===== config.mk =====
export PLATFORM = sky130hd
export DESIGN_NAME = stream_converter_top
export DESIGN_NICKNAME = d
export VERILOG_FILES = /design/src/hw/float_pkg.sv /design/src/hw/sideband_delay.sv /design/src/hw/rounding_engine.sv /design/src/hw/fixed_to_float.sv /design/src/hw/stream_converter_top.sv
export SDC_FILE = /design/constraint.sdc
export NUM_CORES = 1
export LEC_CHECK = 0
export ABC_AREA = 1
export BUFFER_PORTS_ARGS = -buffer_cell sky130_fd_sc_hd__buf_2
export CORE_UTILIZATION = 60
export CTS_BUF_LIST = sky130_fd_sc_hd__clkbuf_4 sky130_fd_sc_hd__clkbuf_8
export CTS_CLUSTER_SIZE = 30
export DETAILED_ROUTE_END_ITERATION = 8
export PLACE_DENSITY_LB_ADDON = 0.25
export RECOVER_POWER = 50
export REMOVE_ABC_BUFFERS = 1
export SLEW_MARGIN = 40
export SYNTH_ARGS = -nofsm -noshare
export SYNTH_HDL_FRONTEND = slang
export SYNTH_SLANG_ARGS = --single-unit

===== constraint.sdc =====
create_clock -name clock -period 12 [get_ports clock]
set_clock_uncertainty 0.15 [all_clocks]
set_input_delay 0.6 -clock clock [delete_from_list [all_inputs] [get_ports clock]]
set_output_delay 0.6 -clock clock [all_outputs]
set_load 0.03 [all_outputs]

===== src/hw/float_pkg.sv =====
// ----------------------------------------------------------------------
// Fixed-point to float conversion package
// Widths, single-precision format constants and the stream
// destination tag type shared by the converter data path
// ----------------------------------------------------------------------

package float_pkg;

    // ------------------------------------------------------------------
    // Stream widths
    // ------------------------------------------------------------------

    // Signed fixed-point input sample
    localparam int INPUT_WIDTH = 32;

    // Packed single-precision result
    localparam int FLOAT_WIDTH = 32;

    // ------------------------------------------------------------------
    // IEEE-754 single-precision format
    // ------------------------------------------------------------------

    localparam int MANTISSA_WIDTH = 23;
    localparam int EXPONENT_WIDTH = 8;
    localparam int EXPONENT_BIAS = 127;

    // Binary point position, Q16.15 input
    localparam int FRACTION_BITS = 15;

    // Converter latency, one cycle per stage
    localparam int PIPELINE_DEPTH = 3;

    // Leading-one index of a magnitude of INPUT_WIDTH+1 bits
    localparam int MSB_INDEX_WIDTH = $clog2(INPUT_WIDTH + 1);

    // Destination tag carried alongside each sample
    localparam int DEST_WIDTH = 8;

    typedef logic [DEST_WIDTH-1:0] dest_t;

endpackage


===== src/hw/sideband_delay.sv =====
// ----------------------------------------------------------------------
// Sideband delay line
// Fixed-depth register chain that keeps a payload in step with the
// converter pipeline, cleared to zero under reset
// ----------------------------------------------------------------------

module sideband_delay #(
    parameter type payload_t = logic,
    parameter int DEPTH = 3
) (
    input  logic     clock,
    input  logic     reset,
    input  payload_t data_in,
    output payload_t data_out
);

    // One register per pipeline stage
    payload_t stages [DEPTH];

    always_ff @(posedge clock) begin
        if (!reset) begin
            for (int i = 0; i < DEPTH; i++) begin
                stages[i] <= '0;
            end
        end else begin
            stages[0] <= data_in;
            // Shift towards the output end
            for (int i = 1; i < DEPTH; i++) begin
                stages[i] <= stages[i-1];
            end
        end
    end

    // Last stage is the aligned output
    assign data_out = stages[DEPTH-1];

endmodule


===== src/hw/rounding_engine.sv =====
// ----------------------------------------------------------------------
// Round-to-nearest-even decision
// Looks at the bits dropped below the kept mantissa and tells
// stage 3 of the converter whether to add one ulp
// ----------------------------------------------------------------------

module rounding_engine (
    input  logic [float_pkg::INPUT_WIDTH:0]       magnitude,
    input  logic [float_pkg::MSB_INDEX_WIDTH-1:0] msb_index,
    input  logic                                  mantissa_lsb,
    output logic                                  round_up
);

    // Position of the first dropped bit
    int guard_pos;

    logic guard;
    logic sticky;

    always_comb begin
        guard_pos = 0;
        guard = 1'b0;
        sticky = 1'b0;

        // Bits are only dropped when the leading one sits above the
        // stored mantissa field
        if (int'(msb_index) > float_pkg::MANTISSA_WIDTH) begin
            guard_pos = int'(msb_index) - float_pkg::MANTISSA_WIDTH - 1;
            guard = magnitude[guard_pos];

            // Everything below the guard bit folds into sticky
            for (int i = 0; i < float_pkg::INPUT_WIDTH + 1; i++) begin
                if (i < guard_pos) begin
                    sticky = sticky | magnitude[i];
                end
            end
        end
    end

    // ------------------------------------------------------------------
    // Ties go to even
    // ------------------------------------------------------------------

    // Above half rounds up, exactly half rounds up only on odd mantissa
    assign round_up = guard & (sticky | mantissa_lsb);

endmodule


===== src/hw/fixed_to_float.sv =====
// ----------------------------------------------------------------------
// Fixed-point to single-precision float converter
// Three stages: sign and magnitude, leading-one search, then
// exponent, mantissa, round to nearest even and pack
// ----------------------------------------------------------------------

module fixed_to_float #(
    parameter int FRACTION_BITS = float_pkg::FRACTION_BITS
) (
    input  logic                              clock,
    input  logic                              reset,
    input  logic [float_pkg::INPUT_WIDTH-1:0] in_data,
    input  logic                              in_valid,
    output logic [float_pkg::FLOAT_WIDTH-1:0] out_data,
    output logic                              out_valid
);

    // Priority search, highest set bit wins, zero gives index 0
    function automatic logic [float_pkg::MSB_INDEX_WIDTH-1:0] leading_one(
        input logic [float_pkg::INPUT_WIDTH:0] value
    );
        int index;
        index = 0;
        for (int i = 0; i < float_pkg::INPUT_WIDTH + 1; i++) begin
            if (value[i]) begin
                index = i;
            end
        end
        return index[float_pkg::MSB_INDEX_WIDTH-1:0];
    endfunction

    // ------------------------------------------------------------------
    // Stage 1: sign and absolute value
    // ------------------------------------------------------------------

    // One extra bit so that the most negative sample still fits
    logic [float_pkg::INPUT_WIDTH:0] extended;

    logic                            s1_valid;
    logic                            s1_sign;
    logic [float_pkg::INPUT_WIDTH:0] s1_abs;

    assign extended = {in_data[float_pkg::INPUT_WIDTH-1], in_data};

    always_ff @(posedge clock) begin
        if (!reset) begin
            s1_valid <= 1'b0;
        end else begin
            s1_valid <= in_valid;
        end
    end

    always_ff @(posedge clock) begin
        s1_sign <= in_data[float_pkg::INPUT_WIDTH-1];
        // Two's complement negate for negative samples
        if (in_data[float_pkg::INPUT_WIDTH-1]) begin
            s1_abs <= ~extended + 1'b1;
        end else begin
            s1_abs <= extended;
        end
    end

    // ------------------------------------------------------------------
    // Stage 2: leading-one detection
    // ------------------------------------------------------------------

    logic                                  s2_valid;
    logic                                  s2_sign;
    logic [float_pkg::INPUT_WIDTH:0]       s2_mag;
    logic [float_pkg::MSB_INDEX_WIDTH-1:0] s2_msb;

    always_ff @(posedge clock) begin
        if (!reset) begin
            s2_valid <= 1'b0;
        end else begin
            s2_valid <= s1_valid;
        end
    end

    always_ff @(posedge clock) begin
        s2_sign <= s1_sign;
        s2_mag  <= s1_abs;
        s2_msb  <= leading_one(s1_abs);
    end

    // ------------------------------------------------------------------
    // Stage 3: exponent, mantissa, rounding and packing
    // ------------------------------------------------------------------

    int                                   exponent_full;
    logic [float_pkg::EXPONENT_WIDTH-1:0] exponent;
    logic [float_pkg::INPUT_WIDTH:0]      shifted;
    logic [float_pkg::MANTISSA_WIDTH-1:0] mantissa;
    logic                                 round_up;
    logic [float_pkg::FLOAT_WIDTH-2:0]    rounded_body;

    always_comb begin
        // Leading one at index n weighs 2^(n - FRACTION_BITS)
        exponent_full = float_pkg::EXPONENT_BIAS + int'(s2_msb) - FRACTION_BITS;
        exponent = exponent_full[float_pkg::EXPONENT_WIDTH-1:0];

        // Align the leading one to the hidden bit just above the field
        if (int'(s2_msb) < float_pkg::MANTISSA_WIDTH) begin
            shifted = s2_mag << (float_pkg::MANTISSA_WIDTH - int'(s2_msb));
        end else begin
            shifted = s2_mag >> (int'(s2_msb) - float_pkg::MANTISSA_WIDTH);
        end
        mantissa = shifted[float_pkg::MANTISSA_WIDTH-1:0];
    end

    rounding_engine rounder (
        .magnitude    (s2_mag),
        .msb_index    (s2_msb),
        .mantissa_lsb (mantissa[0]),
        .round_up     (round_up)
    );

    // Adding across exponent and mantissa together lets an all-ones
    // mantissa carry into the exponent and wrap to zero
    assign rounded_body = {exponent, mantissa}
                        + {{(float_pkg::FLOAT_WIDTH-2){1'b0}}, round_up};

    always_ff @(posedge clock) begin
        if (!reset) begin
            out_valid <= 1'b0;
        end else begin
            out_valid <= s2_valid;
        end
    end

    always_ff @(posedge clock) begin
        if (s2_mag == '0) begin
            // Positive zero
            out_data <= '0;
        end else begin
            out_data <= {s2_sign, rounded_body};
        end
    end

endmodule


===== src/hw/stream_converter_top.sv =====
// ----------------------------------------------------------------------
// Stream converter top level
// Fixed-point sample stream in, single-precision float stream out,
// with last flag and destination tag kept aligned to their sample
// ----------------------------------------------------------------------

module stream_converter_top (
    input  logic                              clock,
    input  logic                              reset,

    // Sample stream from the source
    input  logic [float_pkg::INPUT_WIDTH-1:0] in_data,
    input  logic                              in_valid,
    input  logic                              in_last,
    input  float_pkg::dest_t                  in_dest,
    output logic                              in_ready,

    // Float stream towards the sink
    output logic [float_pkg::FLOAT_WIDTH-1:0] out_data,
    output logic                              out_valid,
    output logic                              out_last,
    output float_pkg::dest_t                  out_dest,
    input  logic                              out_ready
);

    // ------------------------------------------------------------------
    // Flow control
    // ------------------------------------------------------------------

    // No stall path, the source sees the sink's ready directly
    assign in_ready = out_ready;

    // ------------------------------------------------------------------
    // Data path
    // ------------------------------------------------------------------

    fixed_to_float #(
        .FRACTION_BITS (float_pkg::FRACTION_BITS)
    ) converter (
        .clock     (clock),
        .reset     (reset),
        .in_data   (in_data),
        .in_valid  (in_valid),
        .out_data  (out_data),
        .out_valid (out_valid)
    );

    // ------------------------------------------------------------------
    // Sideband alignment
    // ------------------------------------------------------------------

    // Last flag, same latency as the converter
    sideband_delay #(
        .payload_t (logic),
        .DEPTH     (float_pkg::PIPELINE_DEPTH)
    ) last_delay (
        .clock    (clock),
        .reset    (reset),
        .data_in  (in_last),
        .data_out (out_last)
    );

    // Destination tag
    sideband_delay #(
        .payload_t (float_pkg::dest_t),
        .DEPTH     (float_pkg::PIPELINE_DEPTH)
    ) dest_delay (
        .clock    (clock),
        .reset    (reset),
        .data_in  (in_dest),
        .data_out (out_dest)
    );

endmodule


# After elaboration in Yosys (flattened, before gate mapping)
# Memory sizes are Yosys's and may differ from the RTL's.
# Index checks and enable logic that the tools add are counted.
[classes] n_shift=2 bitwise=41 add_sub_neg=7 n_lt_le_gt_ge=36 n_reduce_logical=1 muxes=111
[ops] cell="< comparator 6 x 32 -> 1 bit (first input constant)" count=16
[ops] cell="< comparator 5 x 32 -> 1 bit (first input constant)" count=8
[ops] cell="< comparator 4 x 32 -> 1 bit (first input constant)" count=4
[ops] cell="2-to-1 mux 5 bit" count=16
[ops] cell="2-to-1 mux 1 bit" count=75
[ops] cell="< comparator 3 x 32 -> 1 bit (first input constant)" count=2
[ops] cell="OR 1 bit" count=39
[ops] cell="adder 33 x 1 -> 33 bit (second input constant)" count=1
[ops] cell="zero test 33 bit" count=1
[ops] cell="NOT 33 bit" count=1
[ops] cell="<< shifter 33 x 32 -> 23 bit" count=1
[ops] cell=">> shifter 33 x 32 -> 23 bit" count=1
[ops] cell="< comparator 1 x 32 -> 1 bit (first input constant)" count=1
[ops] cell="< comparator 2 x 32 -> 1 bit (first input constant)" count=1
[ops] cell="< comparator 32 x 8 -> 1 bit (second input constant)" count=1
[ops] cell="< comparator 7 x 32 -> 1 bit (first input constant)" count=1
[ops] cell="2-to-1 mux 4 bit" count=8
[ops] cell="subtractor 32 x 2 -> 32 bit (second input constant)" count=1
[ops] cell="adder 31 x 1 -> 31 bit" count=1
[ops] cell="2-to-1 mux 31 bit" count=1
[ops] cell="2-to-1 mux 8 bit" count=3
[ops] cell="2-to-1 mux 23 bit" count=1
[ops] cell="2-to-1 mux 3 bit" count=4
[ops] cell="adder 7 x 6 -> 8 bit (first input constant)" count=1
[ops] cell="8 further kinds" count=9
[word_totals] mem_count=2 in_bits=45 mem_bits_rw=27 regBits=109
[mem_list] memory="dest_delay.stages" depth=3 width=8 rd=3 rd_ports_with_merged_regs=0 wr=3 line_no="sideband_delay.sv:18" source="payload_t stages [DEPTH];"
[mem_list] memory="last_delay.stages" depth=3 width=1 rd=3 rd_ports_with_merged_regs=0 wr=3 line_no="sideband_delay.sv:18"

# Logic depth before layout (Yosys ltp)
# Gate-level depths: netlist of run 1.
[depth] depth_word=104 mapped_depth=31 mapped_depth_nobuf=31

# Hierarchy
# Synthesis of run 1 repeated with hierarchy kept, for this count alone.
[hier_totals] cells_unflattened=1495 hier_area_um2=9371.5
[by_module_without_submodules] module="fixed_to_float" area_each_um2=7374.6 seq_area_each_um2=2182.1 n_inst=1 cells_per_inst=1154
[by_module_without_submodules] module="rounding_engine" area_each_um2=1163.6 seq_area_each_um2=0.0 n_inst=1 cells_per_inst=249
[by_module_without_submodules] module="sideband_delay at dest_delay" area_each_um2=743.2 seq_area_each_um2=480.5 n_inst=1 cells_per_inst=82
[by_module_without_submodules] module="sideband_delay at last_delay" area_each_um2=82.6 seq_area_each_um2=60.1 n_inst=1 cells_per_inst=9
[by_module_without_submodules] module="stream_converter_top" area_each_um2=7.5 seq_area_each_um2=0.0 n_inst=1 cells_per_inst=1

# Worst setup path before layout of run 1
# OpenSTA, ideal clock, no wires.
[synth_path] path_type="register to register" start="register converter.s2_msb[1] in the netlist's numbering" end="register converter.out_data[0] in the netlist's numbering" path_slack_ns=7.957 period_less_slack_ns=4.043 path_stages_with_launch=23 required_ns=11.736 t_arrival_ns=3.780 n_path_buf=3 path_cell_list="dfxtp_1 -> buf_2 -> inv_1 -> clkbuf_1 -> ha_1 -> buf_2 -> nor3_2 -> nand3_1 -> nor2_2 -> nand2_1 -> ha_1 -> nor4_1 -> nand4_1 -> nor3_2 -> nand2_1 -> inv_2 -> nand2_2 -> o211ai_1 -> o211ai_1 -> nor4_1 -> nand2_1 -> a21oi_1 -> nor2_1"
[synth_between] elab_chain_len=104 elab_cells_between_ends=146 classes_between="4 x add/sub; 35 x order compare; 2 x shift; 71 x mux; 34 x bitwise"
[synth_lines] item="from (decl)" line_no="fixed_to_float.sv:70" source="logic [float_pkg::MSB_INDEX_WIDTH-1:0] s2_msb;"
[synth_lines] item="from (signal assigned)" line_no="fixed_to_float.sv:83" source="s2_msb <= leading_one(s1_abs);"
[synth_lines] item="subtractor 6 x 5 -> 7 bit" line_no="rounding_engine.sv:28, fixed_to_float.sv:106"
[synth_lines] item="subtractor 32 x 2 -> 32 bit" line_no="rounding_engine.sv:28" source="guard_pos = int'(msb_index) - float_pkg::MANTISSA_WIDTH - 1;"
[synth_lines] item="< comparator 1 x 32 -> 1 bit" line_no="rounding_engine.sv:33" source="if (i < guard_pos) begin"
[synth_lines] item="2-to-1 mux 1 bit" line_no="rounding_engine.sv:33"
[synth_lines] item="2-to-1 mux 1 bit" line_no="rounding_engine.sv:27" source="if (int'(msb_index) > float_pkg::MANTISSA_WIDTH) begin"
[synth_lines] item="OR 1 bit" line_no="rounding_engine.sv:34" source="sticky = sticky | magnitude[i];"
[synth_lines] item="2-to-1 mux 1 bit" line_no="rounding_engine.sv:33"
[synth_lines] item="2-to-1 mux 1 bit" line_no="rounding_engine.sv:27"
[synth_lines] item="[88 not listed]"
[synth_lines] item="2-to-1 mux 1 bit" line_no="rounding_engine.sv:33"
[synth_lines] item="2-to-1 mux 1 bit" line_no="rounding_engine.sv:27"
[synth_lines] item="OR 1 bit" line_no="rounding_engine.sv:34"
[synth_lines] item="2-to-1 mux 1 bit" line_no="rounding_engine.sv:33"
[synth_lines] item="2-to-1 mux 1 bit" line_no="rounding_engine.sv:27"
[synth_lines] item="OR 1 bit" line_no="rounding_engine.sv:45" source="assign round_up = guard & (sticky | mantissa_lsb);"
[synth_lines] item="AND 1 bit" line_no="rounding_engine.sv:45"
[synth_lines] item="adder 31 x 1 -> 31 bit (*)" line_no="fixed_to_float.sv:121" source="+ {{(float_pkg::FLOAT_WIDTH-2){1'b0}}, round_up};"
[synth_lines] item="to (signal assigned)" line_no="fixed_to_float.sv:136" source="out_data <= {s2_sign, rounded_body};"
[synth_lines] item="to (decl)" line_no="fixed_to_float.sv:14" source="output logic [float_pkg::FLOAT_WIDTH-1:0] out_data,"
# Mark *: on every way between the ends. The rest lies on a longest branch, timed or not. The select of a mux whose other input is x is not followed.
# A chain may end at the register's enable or synchronous reset.

# Final worst setup path of run 1
[layout_path] start="register converter.s2_msb[0] in the netlist's numbering" end="register converter.out_data[16] in the netlist's numbering"
# The elaborated chain is that of the path after synthesis.

==> impl_metrics.csv, run 1 <==
group,metric,value,unit
timing,relSlewSlack,0.237,
synthesis,seq_area_frac_synth,0.301,
worst_setup_path,end_kind,"flop",
worst_setup_path,reg2reg_setup_slack,6.55,ns
worst_setup_path,endpoint,"converter.out_data[16]$_SDFF_PN0_",
cells_and_area,instances_no_fill,1635,
synthesis,netlist.area_leader.share,0.301,
worst_setup_path,worst_r2r_startpoint,"converter.s2_msb[0]$_SDFF_PP0_",
cells_and_area,fill_cells,1325,
clock_network,postCtsSetupRepairBufs,0,
run_status,status,"finished, violations left",
timing,rsz0062_at_grt,"false",
run,maxCapViolations,0,
cells_and_area,drive_above_1_share,0.118,
power_and_ir_drop,internal-power,769,uW
routing,vias,9708,
placed_design,dp.cells,1603,
synthesis,ys_types,61,
grt,grt-ovfl-total,0,
floorplanning,io_pins,88,
power_and_ir_drop,seqPwrFrac,0.404,
cells_and_area,syn_to_final_growth,7.80,%
synthesis,synth.area.top_cells,"dfxtp_1 (30%), nand2_1 (14%), nor2_1 (7.2%)",
clock_network,cts_tree,"yes",
synthesis,syn_area,9060,um^2
worst_setup_path,crit_arrival,5.62,ns
grt,grt_use_total,0.377,
routing,firstDrtPassIters,8,
timing,setup-tns-final,0,ns
synthesis,ys_seq_elements,136,
grt,grt_pass1_wl,45300,um
routing,wl_per_cell,18.0,um
worst_setup_path,cp-start-kind,"flop",
routing,drt-vias-per-instance,5.94,
synthesis,netlist_top_cells_count,"nand2_1 (327), nor2_1 (174), inv_1 (167)",
synthesis,synth_edf_count,0,
routing,drc,8,
power_and_ir_drop,comb_power_share,0.320,
hold_path,hold_path_class,"in2reg",
clock_network,cts_root_buffer,"clkbuf_8",
cells_and_area,design_area,9760,um^2
clock_network,cts_max_level,4,
power_and_ir_drop,p_clk_frac,0.276,
synthesis,yosys_warnings,0,
power_and_ir_drop,p_total,1.31,mW
power_and_ir_drop,leakage,4.57,nW
synthesis,avgSynthCellArea,6.51,um^2
synthesis,synth_top_area_cell,"dfxtp_1",
floorplanning,core-area,14600,um^2
clock_network,clkLatencyLatePin,0.45,ns
cells_and_area,multi_input_area,5300,um^2
floorplanning,die_height,125,um
placed_design,dpl-instance-area,9390,um^2
clock_network,clkTransAtPathRegs,0.09,ns
cells_and_area,insertedDiodeCount,0,
placed_design,place.gp.congestion,1.09,
worst_setup_path,crit_fanout,59,
power_and_ir_drop,p_switching,544,uW
placed_design,place.port_buffers,85,
placed_design,post-dp-hpwl,22800,um
synthesis,synth.most_common_cell,"nand2_1",
placed_design,preCtsSetupSlack,6.50,ns
synthesis,syn-instance-count,1392,
routing,final_antenna_net_count,0,
worst_setup_path,cp.required,12.17,ns
floorplanning,start_util,0.619,
timing,hold_violations,0,
cells_and_area,seqCellArea,2720,um^2
timing,maxSlewViolCount,0,
worst_setup_path,rr_worst_depth,22,
worst_setup_path,reg2reg_to,"converter.out_data[16]$_SDFF_PN0_",
clock_network,ctsResizeCount,0,
routing,drt-total-wl,29500,um
floorplanning,die_w,125,um
timing,max_freq,0.183,GHz
synthesis,synth_top_flop_cell,"dfxtp_1",
synthesis,synthArstFlopShare,0,
floorplanning,num_rows,44,
clock_network,postCtsHoldBufs,0,
timing,min_period,5.45,ns
timing,setup_viol,0,
floorplanning,die-area,15600,um^2
power_and_ir_drop,irDropWorstVdd,92.8,uV
clock_network,clock-sinks,136,
grt,antenna_found_initial,0,
clock_network,cts_buffer_depth,2,
clock_network,cts_buffers,17,
power_and_ir_drop,swShare,0.414,
power_and_ir_drop,power_density,134,nW/um^2
timing,tightest_slew,1.14,ns
routing,drtIter0Drc,1251,
worst_setup_path,worstSetupPathType,"reg2reg",
run_status,violations,"design-rule violations",
grt,grt_max_degree,60,
worst_setup_path,crit_start,"converter.s2_msb[0]$_SDFF_PP0_",
timing,finalCritPeriodShare,0.454,
grt,grt_pass1_vias,8725,
cells_and_area,final_nets,1501,
timing,setup_slack,6.55,ns
==> state kept, by name (all words and copies together) (netlist names) <==
register,flops
converter.out_data,32
converter.out_valid,1
converter.s1_abs,33
converter.s1_sign,1
converter.s1_valid,1
converter.s2_mag,33
converter.s2_msb,6
converter.s2_sign,1
converter.s2_valid,1
dest_delay.stages,24
last_delay.stages,3
==> routing by layer <==
| layer | routed length [um] | vias to the layer above | track usage |
|---|---|---|---|
| li1 | - | 4633 | - |
| met5 | 0 | - | 0 |
| met1 | 11500 | 4326 | 0.457 |
| met2 | 13400 | 604 | 0.626 |
| met4 | 2000 | 0 | 0.242 |
| met3 | 2590 | 145 | 0.0593 |
==> cells in the final DEF, fill, tap and decap left out, types with 4 or more instances in the layout <==
cell / instances
nand3_1: 52
clkbuf_8: 17
a31oi_1: 18
xnor2_1: 23
nor4_1: 16
xor2_1: 27
dfxtp_1: 136
o221ai_1: 7
nor3_1: 16
o31ai_1: 11
buf_2: 71
nand2_1: 327
inv_8: 6
o21ai_0: 108
inv_1: 166
nand4_1: 14
mux2i_1: 11
o21ai_1: 39
a21oi_1: 50
clkbuf_1: 14
buf_4: 4
nor2_2: 8
o41ai_1: 4
ha_1: 17
nand2_2: 8
nor3_2: 9
nor2_1: 174
o211ai_1: 14
inv_2: 12
nor2_4: 6
o22ai_1: 10
==> stage by stage <==
stage	utilization	hold WS, ns
floorplan	-	0.160
global placement	0.641	0.162
detailed placement	0.641	0.164
CTS	0.667	0.136
global route	0.667	0.158
finish	0.667	0.168
==> how the worst min path moves through the flow <==
stage                                      from  slack [ns]                                 end  cells after the start
detailed placement    converter.s1_sign$_DFF_P_        0.16           converter.s2_sign$_DFF_P_                      0
CTS                                  in_data[0]        0.14         converter.s1_abs[0]$_DFF_P_                      1
finish                               in_data[0]        0.17         converter.s1_abs[0]$_DFF_P_                      1
global placement    converter.s1_abs[0]$_DFF_P_        0.16         converter.s2_mag[0]$_DFF_P_                      0
floorplan           converter.s1_abs[0]$_DFF_P_        0.16         converter.s2_mag[0]$_DFF_P_                      0
global route                         in_dest[0]        0.16  dest_delay.stages[0][0]$_SDFF_PN0_                      3
==> kinds of logic after synthesis <==
group                      share of synthesized area
and+or+nand+nor                                0.310
xor gates and xnor gates                      0.0501
other                                       0.000414
DFF                                            0.301
buffers and inverters                          0.115
AOI/OAI and AO/OA                              0.188
muxes                                         0.0122
adders and majority gates                     0.0249
==> power by group through the flow <==
stage | Combinational (mW) | Sequential, mW | Clock, mW
after global routing | 0.452 | 0.533 | 0.385
after global placement | 0.403 | 0.537 | 0
after CTS | 0.406 | 0.527 | 0.366
after detailed placement | 0.404 | 0.537 | 0
after floorplan | 0.248 | 0.559 | 0
final | 0.420 | 0.530 | 0.363
==> critical path, stage by stage (launching register included) <==
cell and delay (ns):
dfxtp_1 0.32, buf_4 0.44, inv_2 0.35, ha_2 0.73
nor2_1 0.10, nor2_1 0.53, inv_1 0.29, o31ai_1 0.27
o21ai_0 0.13, nor2_1 0.10, a31oi_1 0.05, o21ai_0 0.15
nand2_1 0.07, nor2_1 0.22, nand2_2 0.14, inv_1 0.13
ha_1 0.24, inv_1 0.13, nor2_4 0.14, inv_2 0.07
nor3_4 0.22, nand3_1 0.13, xnor2_1 0.15
==> final cells by class <==
type                    count  area share
repair buffers             89      0.0448
clock buffers              17      0.0240
flip-flops and latches    136       0.279
inverters                 180      0.0697
multi-input cells        1014       0.543
well taps                 184      0.0236
clock inverters            15      0.0159
Note: power is estimated with default switching activity, not from simulation.
==> inputs of run 2 (changes only) <==
- clock period: 12 -> 5.5 ns (I/O delays scaled with it)
==> run 2 against run 1 <==
  * The run still ends with design-rule violations left
  * Final cell count rose by 3.5%
  * Setup slack got worse by 5.8 ns
  * Combinational power rose by 140%
  * Critical path depth grew 1
  * Critical path type unchanged
==> impl_metrics.csv, run 2 (synthesis results as in run 1) <==
group,metric,value,unit
run_status,status,"finished, violations left",
run_status,violations,"design-rule violations",
worst_setup_path,rr_worst_depth,23,
floorplanning,die_w,125,um
worst_setup_path,cp.buffers_inverters,3,
grt,grt_pass1_vias,9852,
worst_setup_path,crit_arrival,5.00,ns
grt,antenna_found_initial,1,
timing,finalCritPeriodShare,0.872,
worst_setup_path,worstSetupPathType,"reg2reg",
routing,drt-vias-per-instance,6.19,
clock_network,cts_root_buffer,"clkbuf_8",
clock_network,clkLatencyLatePin,0.46,ns
timing,hold_ws,0.105,ns
power_and_ir_drop,seqPwrFrac,0.380,
power_and_ir_drop,swShare,0.410,
grt,grt_pass1_wl,53700,um
clock_network,clkTransAtPathRegs,0.09,ns
floorplanning,die-area,15600,um^2
timing,max_freq,0.209,GHz
timing,relSlewSlack,0.268,
power_and_ir_drop,p_total,3.05,mW
routing,final_antenna_net_count,0,
timing,min_period,4.79,ns
floorplanning,start_util,0.619,
hold_path,hold_path_class,"in2reg",
timing,setup-tns-final,0,ns
grt,grt_max_degree,55,
routing,firstDrtPassIters,8,
worst_setup_path,cp.required,5.70,ns
clock_network,cts_buffers,17,
clock_network,ctsResizeCount,0,
placed_design,place.port_buffers,85,
placed_design,dpl-instance-area,9500,um^2
routing,vias,10500,
cells_and_area,final_nets,1558,
power_and_ir_drop,comb_power_share,0.327,
routing,drt-total-wl,35300,um
cells_and_area,drive_above_1_share,0.118,
routing,wl_per_cell,20.9,um
timing,tightest_slew,1.10,ns
worst_setup_path,cp-start-kind,"flop",
cells_and_area,insertedDiodeCount,0,
floorplanning,num_rows,44,
clock_network,clock-sinks,136,
routing,drc,8,
cells_and_area,reg_top3,"converter.s1_abs: 33 flops, converter.s2_mag: 33 flops, converter.out_data: 32 flops",
clock_network,cts_max_level,4,
worst_setup_path,crit_path_top_delay_cell,"dfxtp_1",
power_and_ir_drop,leakage,4.82,nW
placed_design,place.gp.congestion,1.08,
clock_network,cts_buffer_depth,2,
worst_setup_path,end_kind,"flop",
power_and_ir_drop,p_clk_frac,0.293,
routing,drtIter0Drc,1370,
placed_design,post-dp-hpwl,24400,um
worst_setup_path,cpPeakStageDelay,0.58,ns
cells_and_area,final_common_cell,"nand2_1",
cells_and_area,final_cell_mix,"nand2_1 (327), nor2_1 (174), inv_1 (167), dfxtp_1 (136), o21ai_0 (108)",
floorplanning,io_pins,88,
worst_setup_path,reg2reg_setup_slack,0.71,ns
power_and_ir_drop,irDropWorstVdd,253,uV
worst_setup_path,cp_top_family,"simple AND/OR/NAND/NOR gates",
worst_setup_path,path_cells,"ha_1 -> nand2_2 -> nand2_4 -> nand2_4 -> nand2_8 -> inv_4 -> nor2_4 -> inv_2 -> nor2_4 -> nand2_1 -> ha_1 -> nor4_1 -> nand4_1 -> nor3_2 -> nand2_1 -> inv_2 -> nand2_2 -> o211ai_1 -> o211ai_1 -> nor4_1 -> nand2_1 -> a21oi_1 -> nor2_1",
power_and_ir_drop,internal-power,1.80,mW
clock_network,postCtsSetupRepairBufs,0,
timing,hold_violations,0,
grt,grt-ovfl-total,0,
timing,rsz0062_at_grt,"false",
power_and_ir_drop,power_density,296,nW/um^2
cells_and_area,fin_util,0.705,
worst_setup_path,cp.depth,23,
floorplanning,die_height,125,um
floorplanning,core-area,14600,um^2
worst_setup_path,cpMostUsedCell,"nand2_1",
worst_setup_path,crit_fanout,40,
grt,grt_use_total,0.454,
cells_and_area,design_area,10300,um^2
hold_path,holdPathStages,3,
timing,setup_viol,0,
timing,maxSlewViolCount,0,
cells_and_area,syn_to_final_growth,13.9,%
clock_network,cts_tree,"yes",
power_and_ir_drop,p_switching,1.25,mW
run,maxCapViolations,0,
run 2: what timing repair did:
item,CTS,global route
hold endpoints to repair,42,0
setup endpoints to repair,0,0
hold buffers,42,0
run 2: area by class of cell:
class                           instances  area [um^2]
Tap cell                              184          230
Fill cell                            1193         4330
Clock buffer                           18          241
Clock inverter                         14          184
Inverter                              180          681
Sequential cell                       136         2720
Timing Repair Buffer                  146          963
Multi-Input combinational cell       1014         5300
run 2: final timing paths:
| path | startpoint | to |
|---|---|---|
| setup reg to reg | converter.s2_msb[1]$_SDFF_PP0_ | converter.out_data[0]$_SDFF_PN0_ |
| hold reg to reg | converter.s1_sign$_DFF_P_ | converter.s2_sign$_DFF_P_ |
| hold / removal | reset | dest_delay.stages[0][20]$_SDFF_PN0_ |
| setup / recovery | converter.s2_msb[1]$_SDFF_PP0_ | converter.out_data[0]$_SDFF_PN0_ |
run 2: per-layer routing:
layer	track usage	up-vias	wire, um
met4	0.381	0	3300
met3	0.108	235	3970
met1	0.513	4653	12500
met5	0	-	0
met2	0.727	839	15500
li1	-	4749	-
run 2: stage by stage:
step	setup WS (ns)	cells
after floorplan	0.338	1330
after global placement	0.881	1618
after detailed placement	0.826	1618
after CTS	0.805	1692
after global routing	0.403	1692
final	0.706	1692
run 2: power groups by stage:
stage | clock network, mW | registers (mW) | logic (mW)
5_1_grt | 0.931 | 1.16 | 1.06
2_1_floorplan | 0 | 1.22 | 0.540
4_1_cts | 0.885 | 1.15 | 0.941
3_5_place_dp | 0 | 1.17 | 0.914
3_3_place_gp | 0 | 1.17 | 0.913
6_report | 0.894 | 1.16 | 0.998
run 2: worst reg2reg max path: stages (launching register included):
cell      delay [ns]
dfxtp_1         0.58
ha_1            0.34
nand2_2         0.13
nand2_4         0.11
nand2_4         0.07
nand2_8         0.19
inv_4           0.17
nor2_4          0.22
inv_2           0.07
nor2_4          0.22
nand2_1         0.10
ha_1            0.28
nor4_1          0.26
nand4_1         0.12
nor3_2          0.19
nand2_1         0.28
inv_2           0.16
nand2_2         0.12
o211ai_1        0.20
o211ai_1        0.12
nor4_1          0.30
nand2_1         0.12
a21oi_1         0.13
nor2_1          0.05
